===== config.mk =====
export PLATFORM = sky130hd
export DESIGN_NAME = spi_regs_top
export DESIGN_NICKNAME = d
export VERILOG_FILES = /design/src/spi_regs_pkg.sv /design/src/spi_regs_top.sv /design/src/spi_reg_bank.sv /design/src/spi_cmd_decoder.sv /design/src/spi_slave.sv
export SDC_FILE = /design/constraint.sdc
export NUM_CORES = 1
export LEC_CHECK = 0
export ABC_AREA = 1
export BUFFER_PORTS_ARGS = -buffer_cell sky130_fd_sc_hd__buf_2
export CAP_MARGIN = 20
export CORE_ASPECT_RATIO = 1.5
export CORE_MARGIN = 5
export CORE_UTILIZATION = 52
export DETAILED_ROUTE_END_ITERATION = 7
export PLACE_DENSITY_LB_ADDON = 0.3
export SYNTH_ARGS = -nofsm -noshare
export SYNTH_HDL_FRONTEND = slang
export SYNTH_SLANG_ARGS = --single-unit

===== constraint.sdc =====
create_clock -name sys_clk -period 1.6 [get_ports sys_clk]
set_input_delay 0.4 -clock sys_clk [delete_from_list [all_inputs] [get_ports sys_clk]]
set_output_delay 0.4 -clock sys_clk [all_outputs]
set_load 0.005 [all_outputs]

===== src/spi_regs_pkg.sv =====
// shared types for the spi register bank
// byte and address vectors, fsm state enums, command field constants
`default_nettype none

package spi_regs_pkg;

	typedef logic [7:0] spi_byte_t;	// one spi byte or register value
	typedef logic [3:0] reg_addr_t;	// register bank address

	// slave byte fsm, one pass per spi byte
	typedef enum logic [2:0] {
		S_IDLE      = 3'd0,	// load tx byte, clear edge count
		S_WAIT_EDGE = 3'd1,	// wait for next expected sclk edge
		S_EDGE      = 3'd2,	// act on one sclk edge
		S_LAST_HALF = 3'd3,	// byte complete
		S_STROBE    = 3'd4,	// rx_valid high here
		S_FINISH    = 3'd5	// one spare cycle before reload
	} slave_state_t;

	// decoder fsm
	typedef enum logic [1:0] {
		D_CMD     = 2'd0,	// next byte is a command
		D_WR_DATA = 2'd1,	// write burst
		D_RD_DATA = 2'd2	// read burst
	} dec_state_t;

	localparam int        CMD_WRITE_BIT = 7;	// set means write
	localparam reg_addr_t STATUS_ADDR   = 4'd15;	// read-only status location

endpackage

`default_nettype wire

===== src/spi_regs_top.sv =====
// top level of the spi register bank
// spi slave, command decoder and register bank
// CPOL and CPHA passed down to the slave
`default_nettype none

module spi_regs_top
	import spi_regs_pkg::*;
#(
	parameter bit CPOL = 1'b1,	// sclk idle level
	parameter bit CPHA = 1'b1	// sample edge select
) (
	input  wire            sys_clk,	// system clock
	input  wire            sys_rst_n,	// sync reset, active low
	input  wire            cs,	// spi chip select, active low
	input  wire            sclk,	// spi clock
	input  wire            mosi,	// master out
	output wire            miso,	// slave out
	input  wire spi_byte_t status_in,	// status at address 15
	output wire spi_byte_t ctrl_out	// register 0
);

	// slave to decoder
	wire            rx_valid;
	wire spi_byte_t rx_byte;
	wire            frame_start;
	wire spi_byte_t tx_byte;
	// decoder to bank
	wire            wr_en;
	wire reg_addr_t wr_addr;
	wire spi_byte_t wr_data;
	wire reg_addr_t rd_addr;
	wire spi_byte_t rd_data;

	spi_slave #(
		.CPOL (CPOL),
		.CPHA (CPHA)
	) spi_slave_inst (
		.sys_clk     (sys_clk),
		.sys_rst_n   (sys_rst_n),
		.cs          (cs),
		.sclk        (sclk),
		.mosi        (mosi),
		.miso        (miso),
		.tx_byte     (tx_byte),
		.rx_valid    (rx_valid),
		.rx_byte     (rx_byte),
		.frame_start (frame_start)
	);

	spi_cmd_decoder spi_cmd_decoder_inst (
		.sys_clk     (sys_clk),
		.sys_rst_n   (sys_rst_n),
		.frame_start (frame_start),
		.rx_valid    (rx_valid),
		.rx_byte     (rx_byte),
		.rd_data     (rd_data),
		.tx_byte     (tx_byte),
		.wr_en       (wr_en),
		.wr_addr     (wr_addr),
		.wr_data     (wr_data),
		.rd_addr     (rd_addr)
	);

	spi_reg_bank spi_reg_bank_inst (
		.sys_clk   (sys_clk),
		.sys_rst_n (sys_rst_n),
		.wr_en     (wr_en),
		.wr_addr   (wr_addr),
		.wr_data   (wr_data),
		.rd_addr   (rd_addr),
		.status_in (status_in),
		.rd_data   (rd_data),
		.ctrl_out  (ctrl_out)
	);

endmodule

`default_nettype wire


===== src/spi_reg_bank.sv =====
// sixteen-entry register bank
// fifteen writable bytes, read-only status at the top address
// register 0 drives the control output
`default_nettype none

module spi_reg_bank
	import spi_regs_pkg::*;
(
	input  wire            sys_clk,	// system clock
	input  wire            sys_rst_n,	// sync reset, active low
	input  wire            wr_en,	// write strobe
	input  wire reg_addr_t wr_addr,	// write address
	input  wire spi_byte_t wr_data,	// write data
	input  wire reg_addr_t rd_addr,	// read address
	input  wire spi_byte_t status_in,	// external status
	output spi_byte_t      rd_data,	// combinational read data
	output spi_byte_t      ctrl_out	// register 0
);

	localparam int NUM_RW = int'(STATUS_ADDR);	// writable entries 0..14

	spi_byte_t regs [NUM_RW];	// writable storage

	// writes, status address dropped
	always_ff @(posedge sys_clk) begin
		if (!sys_rst_n) begin
			for (int i = 0; i < NUM_RW; i++)
				regs[i] <= '0;	// all clear
		end else if (wr_en && (wr_addr != STATUS_ADDR)) begin
			regs[wr_addr] <= wr_data;
		end
	end

	// read mux
	always_comb begin
		if (rd_addr == STATUS_ADDR)
			rd_data = status_in;	// live status value
		else
			rd_data = regs[rd_addr];
	end

	assign ctrl_out = regs[0];	// control register

endmodule

`default_nettype wire


===== src/spi_cmd_decoder.sv =====
// command decoder between the spi slave and the register bank
// parses the command byte, keeps the burst address
// issues write strobes and selects read data for the slave
`default_nettype none

module spi_cmd_decoder
	import spi_regs_pkg::*;
(
	input  wire            sys_clk,	// system clock
	input  wire            sys_rst_n,	// sync reset, active low
	input  wire            frame_start,	// new frame, next byte is a command
	input  wire            rx_valid,	// byte strobe from slave
	input  wire spi_byte_t rx_byte,	// byte from slave
	input  wire spi_byte_t rd_data,	// bank read data
	output spi_byte_t      tx_byte,	// byte to slave
	output logic           wr_en,	// bank write strobe
	output reg_addr_t      wr_addr,	// bank write address
	output spi_byte_t      wr_data,	// bank write data
	output reg_addr_t      rd_addr	// bank read address
);

	dec_state_t dec_state;	// what the next byte means
	reg_addr_t  addr;	// current burst address
	logic       data_byte;	// data byte of a write burst
	logic       wr_ok;	// write allowed at current address

	assign data_byte = rx_valid && (dec_state == D_WR_DATA);
	assign wr_ok     = (addr != STATUS_ADDR);	// status location never written

	// fsm and burst address
	always_ff @(posedge sys_clk) begin
		if (!sys_rst_n) begin
			dec_state <= D_CMD;
			addr      <= '0;
		end else if (frame_start) begin
			dec_state <= D_CMD;	// every frame opens with a command
		end else if (rx_valid) begin
			case (dec_state)
				D_CMD: begin
					addr <= reg_addr_t'(rx_byte[3:0]);	// start address
					if (rx_byte[CMD_WRITE_BIT])
						dec_state <= D_WR_DATA;
					else
						dec_state <= D_RD_DATA;
				end
				D_WR_DATA, D_RD_DATA: begin
					addr <= addr + 4'd1;	// wraps 15 to 0
				end
				default: begin
					dec_state <= D_CMD;
				end
			endcase
		end
	end

	// write strobe, one cycle after rx_valid
	always_ff @(posedge sys_clk) begin
		if (!sys_rst_n)
			wr_en <= 1'b0;
		else
			wr_en <= data_byte && wr_ok;
	end

	// write payload, captured with the strobe
	always_ff @(posedge sys_clk) begin
		if (rx_valid) begin
			wr_addr <= addr;
			wr_data <= rx_byte;
		end
	end

	// read path
	assign rd_addr = addr;	// combinational into bank
	// slave reloads in idle, one cycle after addr moves
	assign tx_byte = (dec_state == D_RD_DATA) ? rd_data : '0;

endmodule

`default_nettype wire


===== src/spi_slave.sv =====
// spi slave for all four modes, chosen by CPOL and CPHA
// two-flop pin synchronizers and sclk edge detection in the sys_clk domain
// byte fsm with rx and tx shift registers, msb first
`default_nettype none

module spi_slave
	import spi_regs_pkg::*;
#(
	parameter bit CPOL = 1'b1,	// sclk idle level
	parameter bit CPHA = 1'b1	// 0 samples on leading edge
) (
	input  wire            sys_clk,	// system clock
	input  wire            sys_rst_n,	// sync reset, active low
	input  wire            cs,	// chip select from master, active low
	input  wire            sclk,	// spi clock, async to sys_clk
	input  wire            mosi,	// master out
	output logic           miso,	// slave out
	input  wire spi_byte_t tx_byte,	// next byte to send
	output logic           rx_valid,	// byte received strobe
	output spi_byte_t      rx_byte,	// received byte
	output logic           frame_start	// cs fall strobe
);

	// last edge index of a byte, mode 0 and 2 end on the 8th leading edge
	localparam logic [3:0] LAST_EDGE = CPHA ? 4'd15 : 4'd14;

	logic [1:0]   cs_sync;	// [1] is synchronized cs
	logic [1:0]   sclk_sync;	// [1] is synchronized sclk
	logic [1:0]   mosi_sync;	// [1] is synchronized mosi
	logic         cs_dly;	// synced cs one cycle late
	logic         sclk_dly;	// synced sclk one cycle late
	logic         sclk_rise;
	logic         sclk_fall;
	logic         lead_edge;	// first edge of each sclk cycle
	logic         trail_edge;	// second edge of each sclk cycle
	logic         edge_hit;	// the edge the fsm waits for
	logic         sample_now;	// capture mosi this cycle
	logic         shift_now;	// advance miso this cycle
	logic [3:0]   edge_cnt;	// sclk edges seen in this byte
	slave_state_t state;
	spi_byte_t    rx_shift;	// receive shift register
	spi_byte_t    tx_shift;	// transmit shift register

	// pin synchronizers, idle levels on reset
	always_ff @(posedge sys_clk) begin
		if (!sys_rst_n) begin
			cs_sync   <= 2'b11;	// deselected
			cs_dly    <= 1'b1;
			sclk_sync <= {2{CPOL}};	// sclk at idle level
			sclk_dly  <= CPOL;
			mosi_sync <= 2'b00;
		end else begin
			cs_sync   <= {cs_sync[0], cs};
			cs_dly    <= cs_sync[1];
			sclk_sync <= {sclk_sync[0], sclk};
			sclk_dly  <= sclk_sync[1];
			mosi_sync <= {mosi_sync[0], mosi};
		end
	end

	assign sclk_rise   = sclk_sync[1] & ~sclk_dly;
	assign sclk_fall   = ~sclk_sync[1] & sclk_dly;
	assign lead_edge   = CPOL ? sclk_fall : sclk_rise;	// leaves idle level
	assign trail_edge  = CPOL ? sclk_rise : sclk_fall;	// back to idle level
	assign edge_hit    = edge_cnt[0] ? trail_edge : lead_edge;	// even count waits for leading
	assign frame_start = cs_dly & ~cs_sync[1];	// synced cs falling

	// sample on even edges for cpha 0, odd edges for cpha 1
	assign sample_now = (state == S_EDGE) && (edge_cnt[0] == CPHA);
	// shift on the other edges, except the very first one
	assign shift_now  = (state == S_EDGE) && (edge_cnt[0] != CPHA) && (edge_cnt != 4'd0);

	// byte fsm
	always_ff @(posedge sys_clk) begin
		if (!sys_rst_n) begin
			state <= S_IDLE;
		end else if (cs_sync[1] || frame_start) begin
			state <= S_IDLE;	// abort, partial byte dropped
			// extra idle cycle at cs fall lets the decoder settle tx_byte
		end else begin
			case (state)
				S_IDLE: begin
					state <= S_WAIT_EDGE;
				end
				S_WAIT_EDGE: begin
					if (edge_hit)
						state <= S_EDGE;
				end
				S_EDGE: begin
					if (edge_cnt == LAST_EDGE)
						state <= S_LAST_HALF;	// all 8 bits in
					else
						state <= S_WAIT_EDGE;
				end
				S_LAST_HALF: begin
					state <= S_STROBE;
				end
				S_STROBE: begin
					state <= S_FINISH;
				end
				S_FINISH: begin
					state <= S_IDLE;	// reload tx for next byte
				end
				default: begin
					state <= S_IDLE;
				end
			endcase
		end
	end

	// edge counter
	always_ff @(posedge sys_clk) begin
		if (!sys_rst_n)
			edge_cnt <= 4'd0;
		else if (state == S_IDLE)
			edge_cnt <= 4'd0;	// fresh byte
		else if (state == S_EDGE)
			edge_cnt <= edge_cnt + 4'd1;
	end

	// tx shift, msb already on miso before the first edge
	always_ff @(posedge sys_clk) begin
		if (!sys_rst_n)
			tx_shift <= '0;	// miso low after reset
		else if (state == S_IDLE)
			tx_shift <= tx_byte;
		else if (shift_now)
			tx_shift <= {tx_shift[6:0], 1'b0};
	end

	// rx shift
	always_ff @(posedge sys_clk) begin
		if (sample_now)
			rx_shift <= {rx_shift[6:0], mosi_sync[1]};
	end

	assign miso     = tx_shift[7];	// msb first
	assign rx_byte  = rx_shift;	// stable through the strobe
	assign rx_valid = (state == S_STROBE);

endmodule

`default_nettype wire


==> results_dict.tcl <==
set metrics [dict create \
    status "finished clean" \
    fmax_mhz 655 \
    p_clk_share_pct 43.0 \
    finalSetupViolCount 0 \
    power_density_mw_per_mm2 1020 \
    core_region_area_mm2 0.0156 \
    arrival_ns 1.65 \
    die_area_mm2 0.0184 \
    numClockSinks 182 \
    crit_chain "nand2_1, inv_1, a31oi_2, and3_1, buf_4, nand2_2, nand2_2" \
    grt_pass1_vias 6052 \
    antenna_found_initial 0 \
    worstSetupEndpointType "register" \
    gp_congestion 0.959 \
    dieHeight_um 164 \
    die_w_um 112 \
    drtIter0Drc 415 \
    synthToLayoutAreaGrowth_pct 18.5 \
    ys_ff_latch 182 \
    track_usage_pct 21.8 \
    fin_crit_ns 1.53 \
    post-cts-setup-buffers 0 \
    yosys_warnings 0 \
    path_class "register to register" \
    htreeDepth 4 \
    ant_nets 0 \
    path_common_cell "nand2_2" \
    p_comb_share_pct 3.2 \
    vias 6062 \
    cts_inserted_buffers 17 \
    total_power_uw 9850 \
    wl_per_cell_um 15.9 \
    sw_frac_of_total_pct 20.2 \
    grt_pass1_wl_mm 30.5 \
    finClkSkew_ns 0.0108 \
    final-max-slew-violation-count 0 \
    synth.largest_area_cell "edfxtp_1" \
    io-pin-count 22 \
    drc 0 \
    io_buffers 21 \
    clkSlewWorstSetupHoldPaths_ns 0.07 \
    seq_power_share_pct 53.8 \
    start_kind "register" \
    cts_tree "done" \
    synth.top_cells.by_count "237 x nand2_1, 155 x nor2_1, 148 x edfxtp_1, 101 x nand3_1, 98 x inv_1" \
    antennaDiodeCount 0 \
    final_util_pct 62.3 \
    clock_path_buffers 2 \
    num_rows 56 \
    hpwl_mm 13.1 \
    drive_gt1_share_pct 15.6 \
    finalCritPeriodShare_pct 95.4 \
    design.final.nets 988 \
    maxCapViolCount 0 \
    grt_overflow 0 \
    synth.top_cell.area_share_pct 54.4 \
    pre_cts_ws_ns -0.139 \
    hold_class "primary input to register" \
    grt_start_max_net_pins 36 \
    cp_max_fo 8 \
    drt_first_pass_iters 5 \
    wirelength_mm 18.8 \
    worst_slack_ns 0.0734 \
    start_util_pct 52.5 \
    vias_per_cell 5.12 \
    synth_most_common_cell "nand2_1" \
    yosys-top-cells-area "edfxtp_1 54%, nand2_1 11%, dfxtp_1 8.3%" \
    rsz0062_at_grt "true" \
    synth_cells 892 \
    p_leak_uw 0.00418 \
    place_area_mm2 0.00902 \
    clk_latency_ns 0.43 \
    maxSlewHeadroom_pct 66.7 \
    ys.flop_type "edfxtp_1" \
    p_sw_uw 1990 \
    internal_power_uw 7860 \
    final_area_mm2 0.00968 \
    ys_types 30 \
    synthArstFlopShare_pct 0 \
    ir_worst_vdd_mv 0.815 \
    place_inst 1152 \
    synth_area_mm2 0.00817 \
    cp_slowest_cell "edfxtp_1" \
    holdBufCountCts 0 \
    synth.avg_cell_area_um2 9.16 \
    required_ns 1.72 \
    final_cells 1184 \
    synth_edf_count 148 \
    root_buffer "clkbuf_16" \
    worst_pin_slew_ns 0.499 \
    hold_viol_final 0 \
    max_stage_delay_ns 0.39 \
    ys_seq_area_share_pct 62.7 \
]
==> layout make-up <==
cell class	count	area, um^2
tap	203	254
timing repair buffer	88	771
clock inverter	13	169
clock buffer	19	433
inverter	103	389
sequential	182	5130
fill	1314	5870
multi-input combinational	576	2540
==> cell usage in the layout, fill, tap and decap left out, types with 2 or more instances in the layout <==
master,synthesis,final
or2_1,2,2
a31oi_1,3,3
inv_2,4,5
dfxtp_1,34,32
inv_1,98,96
a21oi_1,16,16
ha_1,7,6
nor2_2,2,2
nand2_2,3,10
nand3_1,101,99
o21ai_0,22,22
buf_4,4,54
nand2_4,0,2
edfxtp_1,148,148
inv_6,0,4
nor2_1,155,155
clkbuf_1,15,2
bufinv_16,0,3
or2_2,8,8
nor3_1,4,4
clkinvlp_4,0,4
conb_1,1,8
buf_2,16,21
buf_12,0,13
nand3_2,0,2
nand2_1,237,228
clkbuf_16,0,17
==> sequential cells by signal (all words and copies together) (netlist names), 2 cells and up, named ones only <==
signal	count
spi_reg_bank_inst.regs	128
spi_cmd_decoder_inst.wr_data	8
spi_slave_inst.rx_byte	8
spi_slave_inst.tx_shift	8
spi_cmd_decoder_inst.rd_addr	4
spi_cmd_decoder_inst.wr_addr	4
spi_slave_inst.edge_cnt	4
spi_slave_inst.state	3
spi_cmd_decoder_inst.dec_state	2
spi_slave_inst.cs_sync	2
spi_slave_inst.mosi_sync	2
spi_slave_inst.sclk_sync	2
==> cell families after synthesis <==
family / after synthesis / share of synthesized area (%)
simple gates: 517 / 26.1
flops: 182 / 62.7
buf+inv: 141 / 7.18
compound gates: 43 / 2.80
fa+ha+maj: 7 / 1.07
xor+xnor: 1 / 0.107
other cells: 1 / 0.0459
==> through the flow <==
| stage | setup TNS, ns | hold slack (ns) |
|---|---|---|
| detailed placement | -6.50 | 0.399 |
| global route | -0.318 | 0.151 |
| global placement | -4.91 | 0.390 |
| CTS | 0 | 0.146 |
| finish | 0 | 0.155 |
| floorplan | -0.720 | 0.386 |
==> critical path: cells and delay by family (launching register included) <==
family | cells | cell delay (ns)
flops | 1 | 0.39
buf+inv | 2 | 0.21
simple gates | 4 | 0.47
compound gates | 1 | 0.16
==> power groups by stage <==
| stage | logic, uW | clock network, uW | registers (uW) |
|---|---|---|---|
| floorplan | 169 | 0 | 5380 |
| global placement | 305 | 0 | 5390 |
| detailed placement | 311 | 0 | 5400 |
| CTS | 314 | 4280 | 5300 |
| global route | 355 | 4510 | 5310 |
| finish | 317 | 4240 | 5290 |
==> worst paths after layout <==
| kind | startpoint | to | slack, ns | depth (start not counted) |
|---|---|---|---|---|
| min | cs | spi_slave_inst.cs_sync[0]$_SDFF_PN1_ | 0.15 | 2 |
| max | spi_cmd_decoder_inst.wr_addr[3]$_DFFE_PN_ | spi_reg_bank_inst.regs[7][4]$_SDFFCE_PN0P_ | 0.07 | 7 |
| max reg2reg | spi_cmd_decoder_inst.wr_addr[3]$_DFFE_PN_ | spi_reg_bank_inst.regs[7][4]$_SDFFCE_PN0P_ | 0.07 | 7 |
| min reg2reg | spi_slave_inst.mosi_sync[1]$_SDFF_PN0_ | spi_slave_inst.rx_byte[0]$_DFFE_PP_ | 0.42 | 0 |
==> metal layers <==
layer | global-route usage [%] | vias to the layer above | part of all wire (%)
met5 | 0 | - | 0
met4 | 11.3 | 0 | 4.8
met3 | 3.97 | 59 | 6.2
met2 | 39.4 | 206 | 53
met1 | 24.2 | 2782 | 36
li1 | - | 3015 | -
==> timing repair <==
item	in CTS	in global routing
pin swaps	0	0
endpoints found under the setup margin	24	120
gates resized for setup	3	16
cloned	0	0
(Power assumes the default switching activity.)
